[config.mk]
export PLATFORM = sky130hd
export DESIGN_NAME = lane_valu
export DESIGN_NICKNAME = d
export VERILOG_FILES = /design/src/source/lane_pkg.sv /design/src/source/lane_valu.sv /design/src/source/lane_fifo.sv
export SDC_FILE = /design/constraint.sdc
export NUM_CORES = 1
export LEC_CHECK = 0
export ABC_AREA = 1
export BUFFER_PORTS_ARGS = -buffer_cell sky130_fd_sc_hd__buf_2
export CAP_MARGIN = 5
export CORE_AREA = 2 2 191 137
export DETAILED_ROUTE_END_ITERATION = 6
export DIE_AREA = 0 0 193 139
export REMOVE_ABC_BUFFERS = 1
export SLEW_MARGIN = 40
export SYNTH_ARGS = -nofsm -noshare
export SYNTH_HDL_FRONTEND = slang
export SYNTH_SLANG_ARGS = --single-unit
export TNS_END_PERCENT = 5
[constraint.sdc]
create_clock -name clk_i -period 13 [get_ports clk_i]
set_input_delay 0.65 -clock clk_i [delete_from_list [all_inputs] [get_ports clk_i]]
set_output_delay 0.65 -clock clk_i [all_outputs]
set_load 0.005 [all_outputs]
[src/source/lane_pkg.sv]
/* Shared types of the lane operand path. Widths are fixed to a 64-bit word
   and vl is counted in destination elements, up to 512 */
`default_nettype none

package lane_pkg;

  // One data word as read from the register file
  typedef logic [63:0] elen_t;

  // Element width, encoded as log2 of the byte count
  typedef enum logic [1:0] {
    EW8  = 2'd0,
    EW16 = 2'd1,
    EW32 = 2'd2,
    EW64 = 2'd3
  } vew_e;

  // Widening conversion applied by an operand queue
  typedef enum logic [2:0] {
    OpqConvNone  = 3'd0,
    OpqConvSExt2 = 3'd1,
    OpqConvSExt4 = 3'd2,
    OpqConvSExt8 = 3'd3,
    OpqConvZExt2 = 3'd4,
    OpqConvZExt4 = 3'd5,
    OpqConvZExt8 = 3'd6
  } opq_conv_e;

  // Element-wise integer operations
  typedef enum logic [1:0] {
    ValuAdd = 2'd0,
    ValuSub = 2'd1,
    ValuAnd = 2'd2,
    ValuXor = 2'd3
  } valu_op_e;

  // Vector length in destination elements
  typedef logic [9:0] vlen_t;

  // Queue command, vew is the destination width
  typedef struct packed {
    opq_conv_e conv;
    vew_e      vew;
    vlen_t     vl;
  } opq_cmd_t;

  // Vector unit command
  typedef struct packed {
    valu_op_e op;
    vew_e     vew;
    vlen_t    vl;
  } valu_cmd_t;

  // Full instruction as seen at the top level
  typedef struct packed {
    valu_op_e  op;
    vew_e      vew;
    vlen_t     vl;
    opq_conv_e conv_a;
    opq_conv_e conv_b;
  } lane_instr_t;

  // Destination elements carried by one word: 8, 4, 2 or 1
  function automatic vlen_t elems_per_word(vew_e vew);
    return vlen_t'(8) >> vew;
  endfunction

endpackage : lane_pkg

`default_nettype wire
[src/source/lane_valu.sv]
/* Both operand words are consumed together, only when the result is taken.
   Operand streams must stay aligned with the buffered commands */
`timescale 1ns/10ps
`default_nettype none

module lane_valu import lane_pkg::*; #(
  parameter int unsigned CmdDepth = 2
) (
  input  logic      clk_i,
  input  logic      rst_ni,
  // Commands from the top level
  input  valu_cmd_t cmd_i,
  input  logic      cmd_valid_i,
  output logic      cmd_full_o,
  // Operand queues
  input  elen_t     opa_i,
  input  logic      opa_valid_i,
  input  elen_t     opb_i,
  input  logic      opb_valid_i,
  output logic      operand_ready_o,
  // Result stream
  output elen_t     result_o,
  output logic      result_valid_o,
  output logic      result_last_o,
  input  logic      result_ready_i
);

  valu_cmd_t cmd;
  logic      cmd_empty;
  logic      cmd_pop;

  lane_fifo #(
    .Width($bits(valu_cmd_t)),
    .Depth(CmdDepth)
  ) u_cmd_fifo (
    .clk_i  (clk_i),
    .rst_ni (rst_ni),
    .push_i (cmd_valid_i),
    .data_i (cmd_i),
    .pop_i  (cmd_pop),
    .data_o (cmd),
    .full_o (cmd_full_o),
    .empty_o(cmd_empty)
  );

  vlen_t cnt_d, cnt_q, cnt_next;
  logic  handshake;
  logic  last_word;

  assign result_valid_o  = opa_valid_i && opb_valid_i && !cmd_empty;
  assign handshake       = result_valid_o && result_ready_i;
  // Ready goes back to both queues, so they pop in lock step
  assign operand_ready_o = handshake;

  // Byte-sliced datapath, carry chain cut at element boundaries
  always_comb begin : p_alu
    logic [8:0] sum;
    logic [7:0] b_byte;
    logic       carry;
    carry = 1'b0;
    for (int k = 0; k < 8; k++) begin
      // Subtract as a plus inverted b plus one
      b_byte = (cmd.op == ValuSub) ? ~opb_i[8*k +: 8] : opb_i[8*k +: 8];
      if ((k & ((1 << cmd.vew) - 1)) == 0) begin
        carry = (cmd.op == ValuSub);
      end
      sum   = {1'b0, opa_i[8*k +: 8]} + {1'b0, b_byte} + {8'd0, carry};
      carry = sum[8];
      case (cmd.op)
        ValuAnd: result_o[8*k +: 8] = opa_i[8*k +: 8] & opb_i[8*k +: 8];
        ValuXor: result_o[8*k +: 8] = opa_i[8*k +: 8] ^ opb_i[8*k +: 8];
        default: result_o[8*k +: 8] = sum[7:0];
      endcase
    end
  end

  // Element count after this word
  assign cnt_next      = cnt_q + elems_per_word(cmd.vew);
  assign last_word     = (cnt_next >= cmd.vl);
  assign result_last_o = result_valid_o && last_word;
  assign cmd_pop       = handshake && last_word;

  always_comb begin : p_count
    cnt_d = cnt_q;
    if (handshake) begin
      cnt_d = last_word ? '0 : cnt_next;
    end
  end

  always_ff @(posedge clk_i or negedge rst_ni) begin
    if (!rst_ni) begin
      cnt_q <= '0;
    end else begin
      cnt_q <= cnt_d;
    end
  end

endmodule : lane_valu

`default_nettype wire

[src/source/lane_fifo.sv]
/* Any Depth from 1 up; data_o is undefined while empty.
   A push when full and a pop when empty are dropped */
`timescale 1ns/10ps
`default_nettype none

module lane_fifo #(
  parameter int unsigned Width = 64,
  parameter int unsigned Depth = 2
) (
  input  logic             clk_i,
  input  logic             rst_ni,
  input  logic             push_i,
  input  logic [Width-1:0] data_i,
  input  logic             pop_i,
  output logic [Width-1:0] data_o,
  output logic             full_o,
  output logic             empty_o
);

  localparam int unsigned AddrWidth = (Depth > 1) ? $clog2(Depth) : 1;
  localparam int unsigned CntWidth  = $clog2(Depth + 1);

  logic [Width-1:0]     mem_q [Depth];
  logic [AddrWidth-1:0] wr_ptr_q, rd_ptr_q;
  logic [CntWidth-1:0]  count_q;
  logic                 do_push, do_pop;

  // Pointer wrap also covers depths that are not a power of two
  function automatic logic [AddrWidth-1:0] next_ptr(logic [AddrWidth-1:0] ptr);
    if (ptr == AddrWidth'(Depth - 1)) begin
      return '0;
    end
    return ptr + 1'b1;
  endfunction

  assign full_o  = (count_q == CntWidth'(Depth));
  assign empty_o = (count_q == '0);
  assign do_push = push_i && !full_o;
  assign do_pop  = pop_i && !empty_o;
  // Head of queue, read straight from storage
  assign data_o  = mem_q[rd_ptr_q];

  always_ff @(posedge clk_i or negedge rst_ni) begin
    if (!rst_ni) begin
      wr_ptr_q <= '0;
      rd_ptr_q <= '0;
      count_q  <= '0;
    end else begin
      if (do_push) begin
        wr_ptr_q <= next_ptr(wr_ptr_q);
      end
      if (do_pop) begin
        rd_ptr_q <= next_ptr(rd_ptr_q);
      end
      // Simultaneous push and pop keep the fill level
      if (do_push && !do_pop) begin
        count_q <= count_q + 1'b1;
      end else if (do_pop && !do_push) begin
        count_q <= count_q - 1'b1;
      end
    end
  end

  always_ff @(posedge clk_i) begin
    if (do_push) begin
      mem_q[wr_ptr_q] <= data_i;
    end
  end

endmodule : lane_fifo

`default_nettype wire

==> impl_metrics.py, run 1 <==
metrics = {
    "power_and_ir_drop": {
        "p_per_area_nw_per_um2": 232,
        "leakage_nw": 4.79,
        "ir_drop_mv": 0.172,
        "power.total_mw": 2.16,
    },
    "sta": {
        "setup_viol": 0,
        "timing.final.crit_share": 0.944,
        "fin_worst_skew_ps": 6.27,
        "fin_setup_tns_ps": 0,
        "finalHoldViolations": 0,
        "slew_violations": 0,
        "setup_slack_ps": 722,
        "tightest_slew_ps": 797,
        "grt_setup_unrepaired": "yes",
        "period_minus_slack_ps": 12280,
        "fmax_mhz": 81.4,
        "maxSlewHeadroom": 0.469,
    },
    "clock_network": {
        "cts_buffers": 5,
        "cts_sinks": 42,
        "insertion_delay_ps": 290,
        "cts-root-buf": "clkbuf_16",
        "h-tree-depth": 2,
        "cts.path.max_buffers": 2,
        "clkTransAtPathRegs_ps": 60,
        "cts_tree": "built",
        "ctsHoldBuffers": 0,
    },
    "critical_path": {
        "reg2reg_depth": 21,
        "cp.arrival_ps": 11630,
        "cp-end-kind": "output port",
        "crit_slowest_cell": "dfrtp_2",
        "path_class": "flop to output port",
        "worst_path_largest_cell_delay_ps": 440,
        "cp_common_cell": "fa_2",
        "required_ps": 12350,
        "critPathMaxFanout": 7,
        "setup.worst_path.start_class": "flop",
        "rrSetupSlack_ps": 8620,
    },
    "yosys": {
        "syn_area_um2": 7410,
        "synth-edff-count": 28,
        "synth.top_cells.by_count": "241 x nand2_1, 134 x ha_1, 131 x nand3_1",
        "syn_inst": 1007,
        "synth_most_common_cell": "nand2_1",
        "yosysTopAreaCellShare": 0.226,
        "synthArstFlopShare": 0.333,
        "synth_seq_cells": 42,
        "synthFlopType": "edfxtp_1",
        "ys_warn_count": 0,
        "ys_types": 43,
        "synth_top_area_cell": "ha_1",
        "ys_seq_area_frac": 0.161,
        "syn_area_per_cell_um2": 7.36,
        "synthTopCellsByArea": "ha_1 23%, nand2_1 12%, edfxtp_1 11%",
    },
    "global_route": {
        "grt_antenna_before_repair": 2,
        "grt_start_max_net_pins": 91,
        "grt_usage": 0.163,
        "overflow": 0,
        "grt_pass1_vias": 6930,
        "grt_pass1_wl_um": 35400,
    },
    "route": {
        "totalWireLength_um": 22600,
        "vias": 7445,
        "ant_nets": 0,
        "drc": 0,
        "drtIter0Drc": 393,
        "wire_per_inst_um": 14.6,
        "first_pass_iters": 5,
        "vias_per_cell": 4.79,
    },
    "finish": {
        "final_nets": 1520,
        "nFillCells": 2681,
        "seqCellArea_um2": 1190,
        "final_area_um2": 9300,
        "instances_no_fill": 1554,
        "syn2layout_area_growth_pct": 25.5,
        "multi_input_area_um2": 5840,
        "layout-drive-gt1-share": 0.262,
        "antenna_cells": 0,
    },
    "outcome": {
        "status": "complete, no violations",
    },
    "placed_design": {
        "portBuffers": 215,
        "dp_slack_ps": 535,
        "dp_hpwl_um": 17800,
        "gp_congestion": 0.869,
        "placed_cell_area_um2": 8820,
        "dp_cells": 1527,
    },
    "floorplan": {
        "die_w_um": 193,
        "fp.dieH_um": 139,
        "ios": 216,
        "die_area_um2": 26800,
        "rows": 49,
        "fp.coreArea_um2": 25100,
        "initial_core_util": 0.295,
    },
    "job": {
        "drv_cap": 0,
    },
    "hold_path": {
        "hold_class": "input pin to async pin",
    },
}
==> sequential cells by signal (all words and copies together), names as in the netlist <==
signal / count
cnt_q: 10
u_cmd_fifo.count_q: 2
u_cmd_fifo.wr_ptr_q: 1
u_cmd_fifo.rd_ptr_q: 1
u_cmd_fifo.mem_q: 28
==> logic make-up (layout without fill, tap and decap cells) <==
kind of cell | Yosys count | count (layout) | synth area share
xor gates and xnor gates | 83 | 83 | 0.0981
and+or+nand+nor | 437 | 437 | 0.261
DFF | 42 | 42 | 0.161
AOI/OAI and AO/OA | 159 | 159 | 0.123
muxes | 10 | 10 | 0.0137
buffers and inverters | 126 | 342 | 0.0744
adders and majority gates | 150 | 150 | 0.269
==> layout make-up <==
class                      instances  share of cell area
timing repair buffer             244               0.145
clock buffer                       5              0.0135
clock inverter                     3             0.00471
tap                              331              0.0445
multi-input combinational        839               0.627
inverter                          90              0.0367
sequential                        42               0.128
==> metrics by stage <==
stage / utilization / hold slack, ps
after floorplan: - / 354
after global placement: 0.348 / 470
after global routing: 0.370 / 285
final: 0.370 / 257
after CTS: 0.357 / 268
after detailed placement: 0.351 / 485
==> placed cells by master, fill, tap and decap left out, types with 3 or more instances in the layout <==
cell type    n
nand3_1    126
nand4_1     11
o21ai_0     33
o211ai_1    20
ha_1       133
nor2_1      26
xor2_1      21
dfrtp_1     13
o21bai_1    11
mux2i_1      9
o21ai_1      3
or2_2        8
nand3_2      5
nand3b_1     7
edfxtp_1    28
nand2_2     15
buf_4       24
inv_2        7
xnor2_2      3
xnor2_1     59
clkbuf_16    5
buf_2      215
nand2_1    227
inv_1       81
fa_2        14
o21ai_2      3
and2_1       3
a21oi_1     76
==> path summary, 6_finish.rpt <==
check / to / start
min reg2reg: cnt_q[3] / cnt_q[3]
min in group clk_i: cnt_q[3] / cnt_q[3]
max: result_o[62] / u_cmd_fifo.rd_ptr_q
max reg2reg: u_cmd_fifo.count_q[1] / u_cmd_fifo.rd_ptr_q
max in group asynchronous: u_cmd_fifo.rd_ptr_q / rst_ni
min: u_cmd_fifo.wr_ptr_q / rst_ni
==> repair_timing <==
action                     in CTS  in global routing
setup endpoints to repair       0                  8
gates resized for setup         0                 57
setup buffers                   0                 19
==> worst max-delay path, delay by kind of cell, from the launching register on <==
family                   cells  cell delay [ps]
XOR/XNOR                     1              120
AO/OA/AOI/OAI               15             1730
adder cells (fa/ha/maj)     15             5610
buffers and inverters       11              940
flip-flops                   1              440
AND/OR/NAND/NOR             32             2470
==> power breakdown <==
part	switching [mW]	internal (mW)	leakage [nW]	total (mW)
clock network	0.0517	0.0909	0.0842	0.143
logic	1.06	0.762	4.27	1.82
registers	0.0172	0.180	0.436	0.197
total	1.13	1.03	4.79	2.16
==> metal layers <==
| layer | routed length (µm) | up-vias | part of all wire | global-route usage |
|---|---|---|---|---|
| met5 | 27 | - | 0.0012 | 0 |
| met4 | 221 | 4 | 0.0098 | 0.0199 |
| met3 | 1340 | 20 | 0.059 | 0.0207 |
| met2 | 9680 | 186 | 0.43 | 0.258 |
| met1 | 11400 | 3359 | 0.50 | 0.242 |
| li1 | - | 3876 | - | - |
Note: power is estimated with default switching activity, not from simulation.
==> run 2: changes to the inputs <==
Settings changed: BUFFER_PORTS_ARGS -buffer_cell sky130_fd_sc_hd__buf_2 to default, CORE_AREA 2 2 191 137 to 2 2 131 95, DIE_AREA 0 0 193 139 to 0 0 133 97, DONT_BUFFER_PORTS from default to 1, PLACE_DENSITY from default to 0.8.
==> impl_metrics.py, run 2 (synthesis results as in run 1) <==
metrics = {
    "outcome": {
        "status": "complete, no violations",
    },
    "floorplan": {
        "rows": 33,
        "fp.dieH_um": 97,
        "die_w_um": 133,
        "ios": 216,
        "die_area_um2": 12900,
        "fp.coreArea_um2": 11500,
        "initial_core_util": 0.643,
    },
    "critical_path": {
        "worst_path_largest_cell_delay_ps": 450,
        "rrSetupSlack_ps": 8700,
        "crit_slowest_cell": "dfrtp_2",
        "critPathMaxFanout": 12,
        "reg2reg_from": "u_cmd_fifo.rd_ptr_q",
        "cp.arrival_ps": 11430,
        "path_class": "flop to output port",
        "cp-end-kind": "output port",
        "reg2reg_depth": 21,
        "required_ps": 12350,
        "cp_common_cell": "nand2_1",
        "setup.worst_path.start_class": "flop",
        "worstReg2RegEnd": "u_cmd_fifo.count_q[1]",
    },
    "job": {
        "drv_cap": 0,
    },
    "power_and_ir_drop": {
        "p_switching_mw": 1.00,
        "leakage_nw": 3.80,
        "power.total_mw": 1.81,
        "internal_power_mw": 0.809,
        "pwr-share-comb": 0.823,
        "power.share.clock": 0.068,
        "p_sw_frac": 0.554,
        "p_per_area_nw_per_um2": 236,
        "ir_drop_mv": 0.119,
        "pwr-share-seq": 0.109,
    },
    "finish": {
        "antenna_cells": 0,
        "instances_no_fill": 1147,
        "layout_commonest_cell": "nand2_1",
        "multi_input_area_um2": 5710,
        "postLayoutCoreUtil": 0.667,
        "final_nets": 1287,
        "nFillCells": 1011,
        "largest_registers": "u_cmd_fifo.mem_q x28, cnt_q x10, u_cmd_fifo.count_q x2",
        "mostFrequentLayoutCells": "238 x nand2_1, 134 x ha_1, 131 x nand3_1",
        "layout-drive-gt1-share": 0.0485,
        "syn2layout_area_growth_pct": 3.66,
        "largest_reg_flops": 28,
        "seqCellArea_um2": 1190,
        "largest_register": "u_cmd_fifo.mem_q",
    },
    "route": {
        "drtIter0Drc": 322,
        "totalWireLength_um": 19600,
        "ant_nets": 0,
        "first_pass_iters": 5,
        "vias": 6728,
        "wire_per_inst_um": 17.1,
        "drc": 0,
        "vias_per_cell": 5.87,
    },
    "placed_design": {
        "dp_cells": 1137,
        "portBuffers": 0,
        "gp_congestion": 0.956,
        "dp_hpwl_um": 15400,
    },
    "global_route": {
        "overflow": 0,
        "grt_pass1_vias": 6462,
        "grt_usage": 0.302,
        "grt_antenna_before_repair": 0,
        "grt_start_max_net_pins": 79,
        "grt_pass1_wl_um": 31900,
    },
    "sta": {
        "maxSlewHeadroom": 0.474,
        "timing.final.crit_share": 0.929,
        "fin_worst_skew_ps": 8.02,
        "tightest_slew_ps": 789,
        "setup_viol": 0,
        "slew_violations": 0,
        "finalHoldViolations": 0,
        "period_minus_slack_ps": 12080,
        "fmax_mhz": 82.8,
    },
    "clock_network": {
        "cts_tree": "built",
        "cts-root-buf": "clkbuf_16",
        "insertion_delay_ps": 290,
        "clkTransAtPathRegs_ps": 60,
        "cts.path.max_buffers": 2,
        "h-tree-depth": 2,
        "cts_sinks": 42,
        "cts_buffers": 5,
        "ctsHoldBuffers": 0,
    },
    "hold_path": {
        "hold_class": "input pin to async pin",
    },
}
[run 2: cell count changes in the layout (fill, tap and decap cells not counted), moves of 3 or more]
cell	before	now
buf_2	215	0
buf_4	24	10
nand2_1	227	238
nand2_2	15	5
fa_1	2	11
fa_2	14	5
inv_1	81	88
inv_2	7	0
nand3_1	126	131
nand3_2	5	0
o21ai_0	33	36
[run 2: final cells by class]
type                    instances  area share
multi-input cells             839       0.743
inverters                      90      0.0445
repair buffers                 11      0.0124
flip-flops and latches         42       0.155
clock buffers                   7      0.0186
well taps                     157      0.0256
clock inverters                 1    0.000651
[run 2: metrics by stage]
step	hold WS, ps	TNS, ps	instance area (µm²)	setup WS (ps)
final	51.3	0	7680	924
after global routing	40.9	-37.4	7680	-37.4
after CTS	49.4	0	7630	486
after detailed placement	355	0	7480	821
after global placement	355	0	7460	1270
after floorplan	354	-395	7200	-235
[run 2: worst max-delay path by stage]
stage | startpoint | endpoint | cells after the start
after global routing | u_cmd_fifo.rd_ptr_q | result_o[62] | 72
after global placement | u_cmd_fifo.rd_ptr_q | result_o[62] | 72
after CTS | u_cmd_fifo.rd_ptr_q | result_o[62] | 72
after detailed placement | u_cmd_fifo.rd_ptr_q | result_o[62] | 72
final | u_cmd_fifo.rd_ptr_q | result_o[62] | 72
after floorplan | u_cmd_fifo.rd_ptr_q | result_o[62] | 71
[run 2: what timing repair did]
item / in CTS / in global routing
endpoints found under the hold margin: 0 / 0
buffers inserted: 0 / 2
gates resized for setup: 0 / 12
endpoints found under the setup margin: 0 / 7
[run 2: critical path: cells and delay by family (launching register included)]
family | cells | cell delay (ps)
AND/OR/NAND/NOR | 33 | 2800
adder cells (fa/ha/maj) | 15 | 5300
buffers and inverters | 8 | 750
flip-flops | 1 | 450
AO/OA/AOI/OAI | 15 | 1660
XOR/XNOR | 1 | 150
[run 2: power groups by stage]
stage               Combinational [mW]  Clock (mW)  Sequential, mW
finish                            1.49       0.124           0.198
global route                      1.69       0.131           0.202
CTS                               1.46       0.126           0.197
detailed placement                1.45           0           0.199
global placement                  1.42           0           0.198
floorplan                         1.11           0           0.201
[run 2: routing by layer]
metal,share of wire,global-route usage
met1,0.44,0.398
met2,0.44,0.487
met3,0.10,0.0917
met4,0.018,0.0728
met5,0,0
==> run 3: changes to the inputs <==
Settings changed: GPL_ROUTABILITY_DRIVEN from default to 0.
Clock period 13 ns to 12.5 ns, I/O delays scaled along.
==> impl_metrics.py, run 3 (synthesis results as in run 1) <==
metrics = {
    "outcome": {
        "status": "complete, no violations",
    },
    "floorplan": {
        "fp.coreArea_um2": 11500,
        "ios": 216,
        "fp.dieH_um": 97,
        "die_w_um": 133,
        "initial_core_util": 0.643,
        "die_area_um2": 12900,
        "rows": 33,
    },
    "critical_path": {
        "cp_common_cell": "nand2_1",
        "crit_slowest_cell": "dfrtp_2",
        "path_class": "flop to output port",
        "setup.worst_path.start_class": "flop",
        "cp-end-kind": "output port",
        "critPathMaxFanout": 6,
        "cp.arrival_ps": 11120,
        "worst_path_largest_cell_delay_ps": 430,
        "required_ps": 11880,
    },
    "placed_design": {
        "dp_hpwl_um": 15000,
        "placed_cell_area_um2": 7480,
        "portBuffers": 0,
    },
    "sta": {
        "tightest_slew_ps": 791,
        "maxSlewHeadroom": 0.472,
        "fin_worst_skew_ps": 8.11,
        "period_minus_slack_ps": 11750,
        "grt_setup_unrepaired": "no",
        "fmax_mhz": 85.1,
        "setup_viol": 0,
        "timing.final.crit_share": 0.940,
        "slew_violations": 0,
        "finalHoldViolations": 0,
    },
    "finish": {
        "layout_commonest_cell": "nand2_1",
        "mostFrequentLayoutCells": "235 x nand2_1, 134 x ha_1, 131 x nand3_1",
        "syn2layout_area_growth_pct": 4.57,
        "final_area_um2": 7750,
        "largest_reg_flops": 28,
        "nFillCells": 1000,
        "antenna_cells": 0,
        "largest_register": "u_cmd_fifo.mem_q",
        "largest_registers": "u_cmd_fifo.mem_q x28, cnt_q x10, u_cmd_fifo.count_q x2",
        "layout-drive-gt1-share": 0.0653,
        "final_nets": 1292,
    },
    "route": {
        "vias": 6731,
        "ant_nets": 0,
        "wire_per_inst_um": 16.8,
        "first_pass_iters": 5,
        "drtIter0Drc": 357,
        "drc": 0,
        "totalWireLength_um": 19400,
        "wl_met2_um": 8490,
        "top_layer": "met4",
        "route.layer.met1.wl_um": 8560,
        "met3_length_um": 2010,
        "vias_per_cell": 5.84,
    },
    "job": {
        "drv_cap": 0,
    },
    "clock_network": {
        "clkTransAtPathRegs_ps": 60,
        "ctsHoldBuffers": 0,
        "cts_sinks": 42,
        "cts.path.max_buffers": 2,
        "cts_buffers": 5,
        "cts-root-buf": "clkbuf_16",
        "cts_tree": "built",
        "insertion_delay_ps": 280,
        "h-tree-depth": 2,
    },
    "power_and_ir_drop": {
        "p_per_area_nw_per_um2": 246,
        "ir_drop_mv": 0.112,
        "power.total_mw": 1.91,
        "leakage_nw": 3.82,
    },
    "global_route": {
        "grt_start_max_net_pins": 65,
        "grt_antenna_before_repair": 0,
        "grt_pass1_wl_um": 31200,
        "grt_pass1_vias": 6338,
        "overflow": 0,
        "grt_usage": 0.293,
    },
    "hold_path": {
        "hold_class": "input pin to async pin",
    },
}
## run 3: cell types whose count changed in the layout (fill, tap and decap cells not counted), moves of 3 or more
cell     delta
buf_4       +4
fa_1        -5
fa_2        +5
inv_1       -3
inv_2       +3
nand2_1     -3
## run 3: where the power goes
part | internal, mW | switching (mW)
clock network | 0.0739 | 0.0487
logic | 0.588 | 0.989
registers | 0.187 | 0.0180
total | 0.849 | 1.06
## run 3: area by class of cell
type                    count  area, µm²  share of cell area
inverters                  90        342              0.0441
multi-input cells         840       5750               0.742
flip-flops and latches     42       1190               0.154
clock buffers               6        129              0.0166
well taps                 157        196              0.0253
repair buffers             15        125              0.0161
clock inverters             2       13.8             0.00178
## run 3: through the flow
| step | worst slack [ps] | utilization | setup TNS (ps) | hold slack [ps] | std cells |
|---|---|---|---|---|---|
| floorplan | -710 | - | -3750 | 329 | 971 |
| global placement | 816 | 0.648 | 0 | 330 | 1136 |
| detailed placement | 505 | 0.650 | 0 | 330 | 1137 |
| CTS | 191 | 0.662 | 0 | 36.3 | 1145 |
| global route | 3.81 | 0.673 | 0 | 26.9 | 1152 |
| finish | 754 | 0.673 | 0 | 37.9 | 1152 |
## run 3: worst max-delay path: cells and delay by family (launching register included)
family	cells	cell delay, ps
adder cells (fa/ha/maj)	15	5130
flip-flops	1	430
buffers and inverters	9	820
AND/OR/NAND/NOR	30	2470
AO/OA/AOI/OAI	16	1840
XOR/XNOR	1	110
## run 3: path summary, 6_finish.rpt
path,start,end,slack [ps],depth (start not counted)
max in group asynchronous,rst_ni,u_cmd_fifo.rd_ptr_q,12370,0
max,u_cmd_fifo.rd_ptr_q,result_o[62],750,71
max reg2reg,u_cmd_fifo.rd_ptr_q,u_cmd_fifo.count_q[1],8220,20
min in group clk_i,cmd_i[8],u_cmd_fifo.mem_q[0][8],440,0
min reg2reg,cnt_q[2],cnt_q[2],500,2
min,rst_ni,cnt_q[8],40,0
## run 3: routing by layer
metal	vias up	global-route usage
li1	3422	-
met5	-	0
met1	3054	0.392
met4	0	0.0554
met2	229	0.471
met3	26	0.0907
## run 3: timing repair
item / CTS / global route
gates resized for setup: 0 / 27
setup endpoints to repair: 0 / 8
endpoints found under the hold margin: 0 / 0
setup buffers: 0 / 6
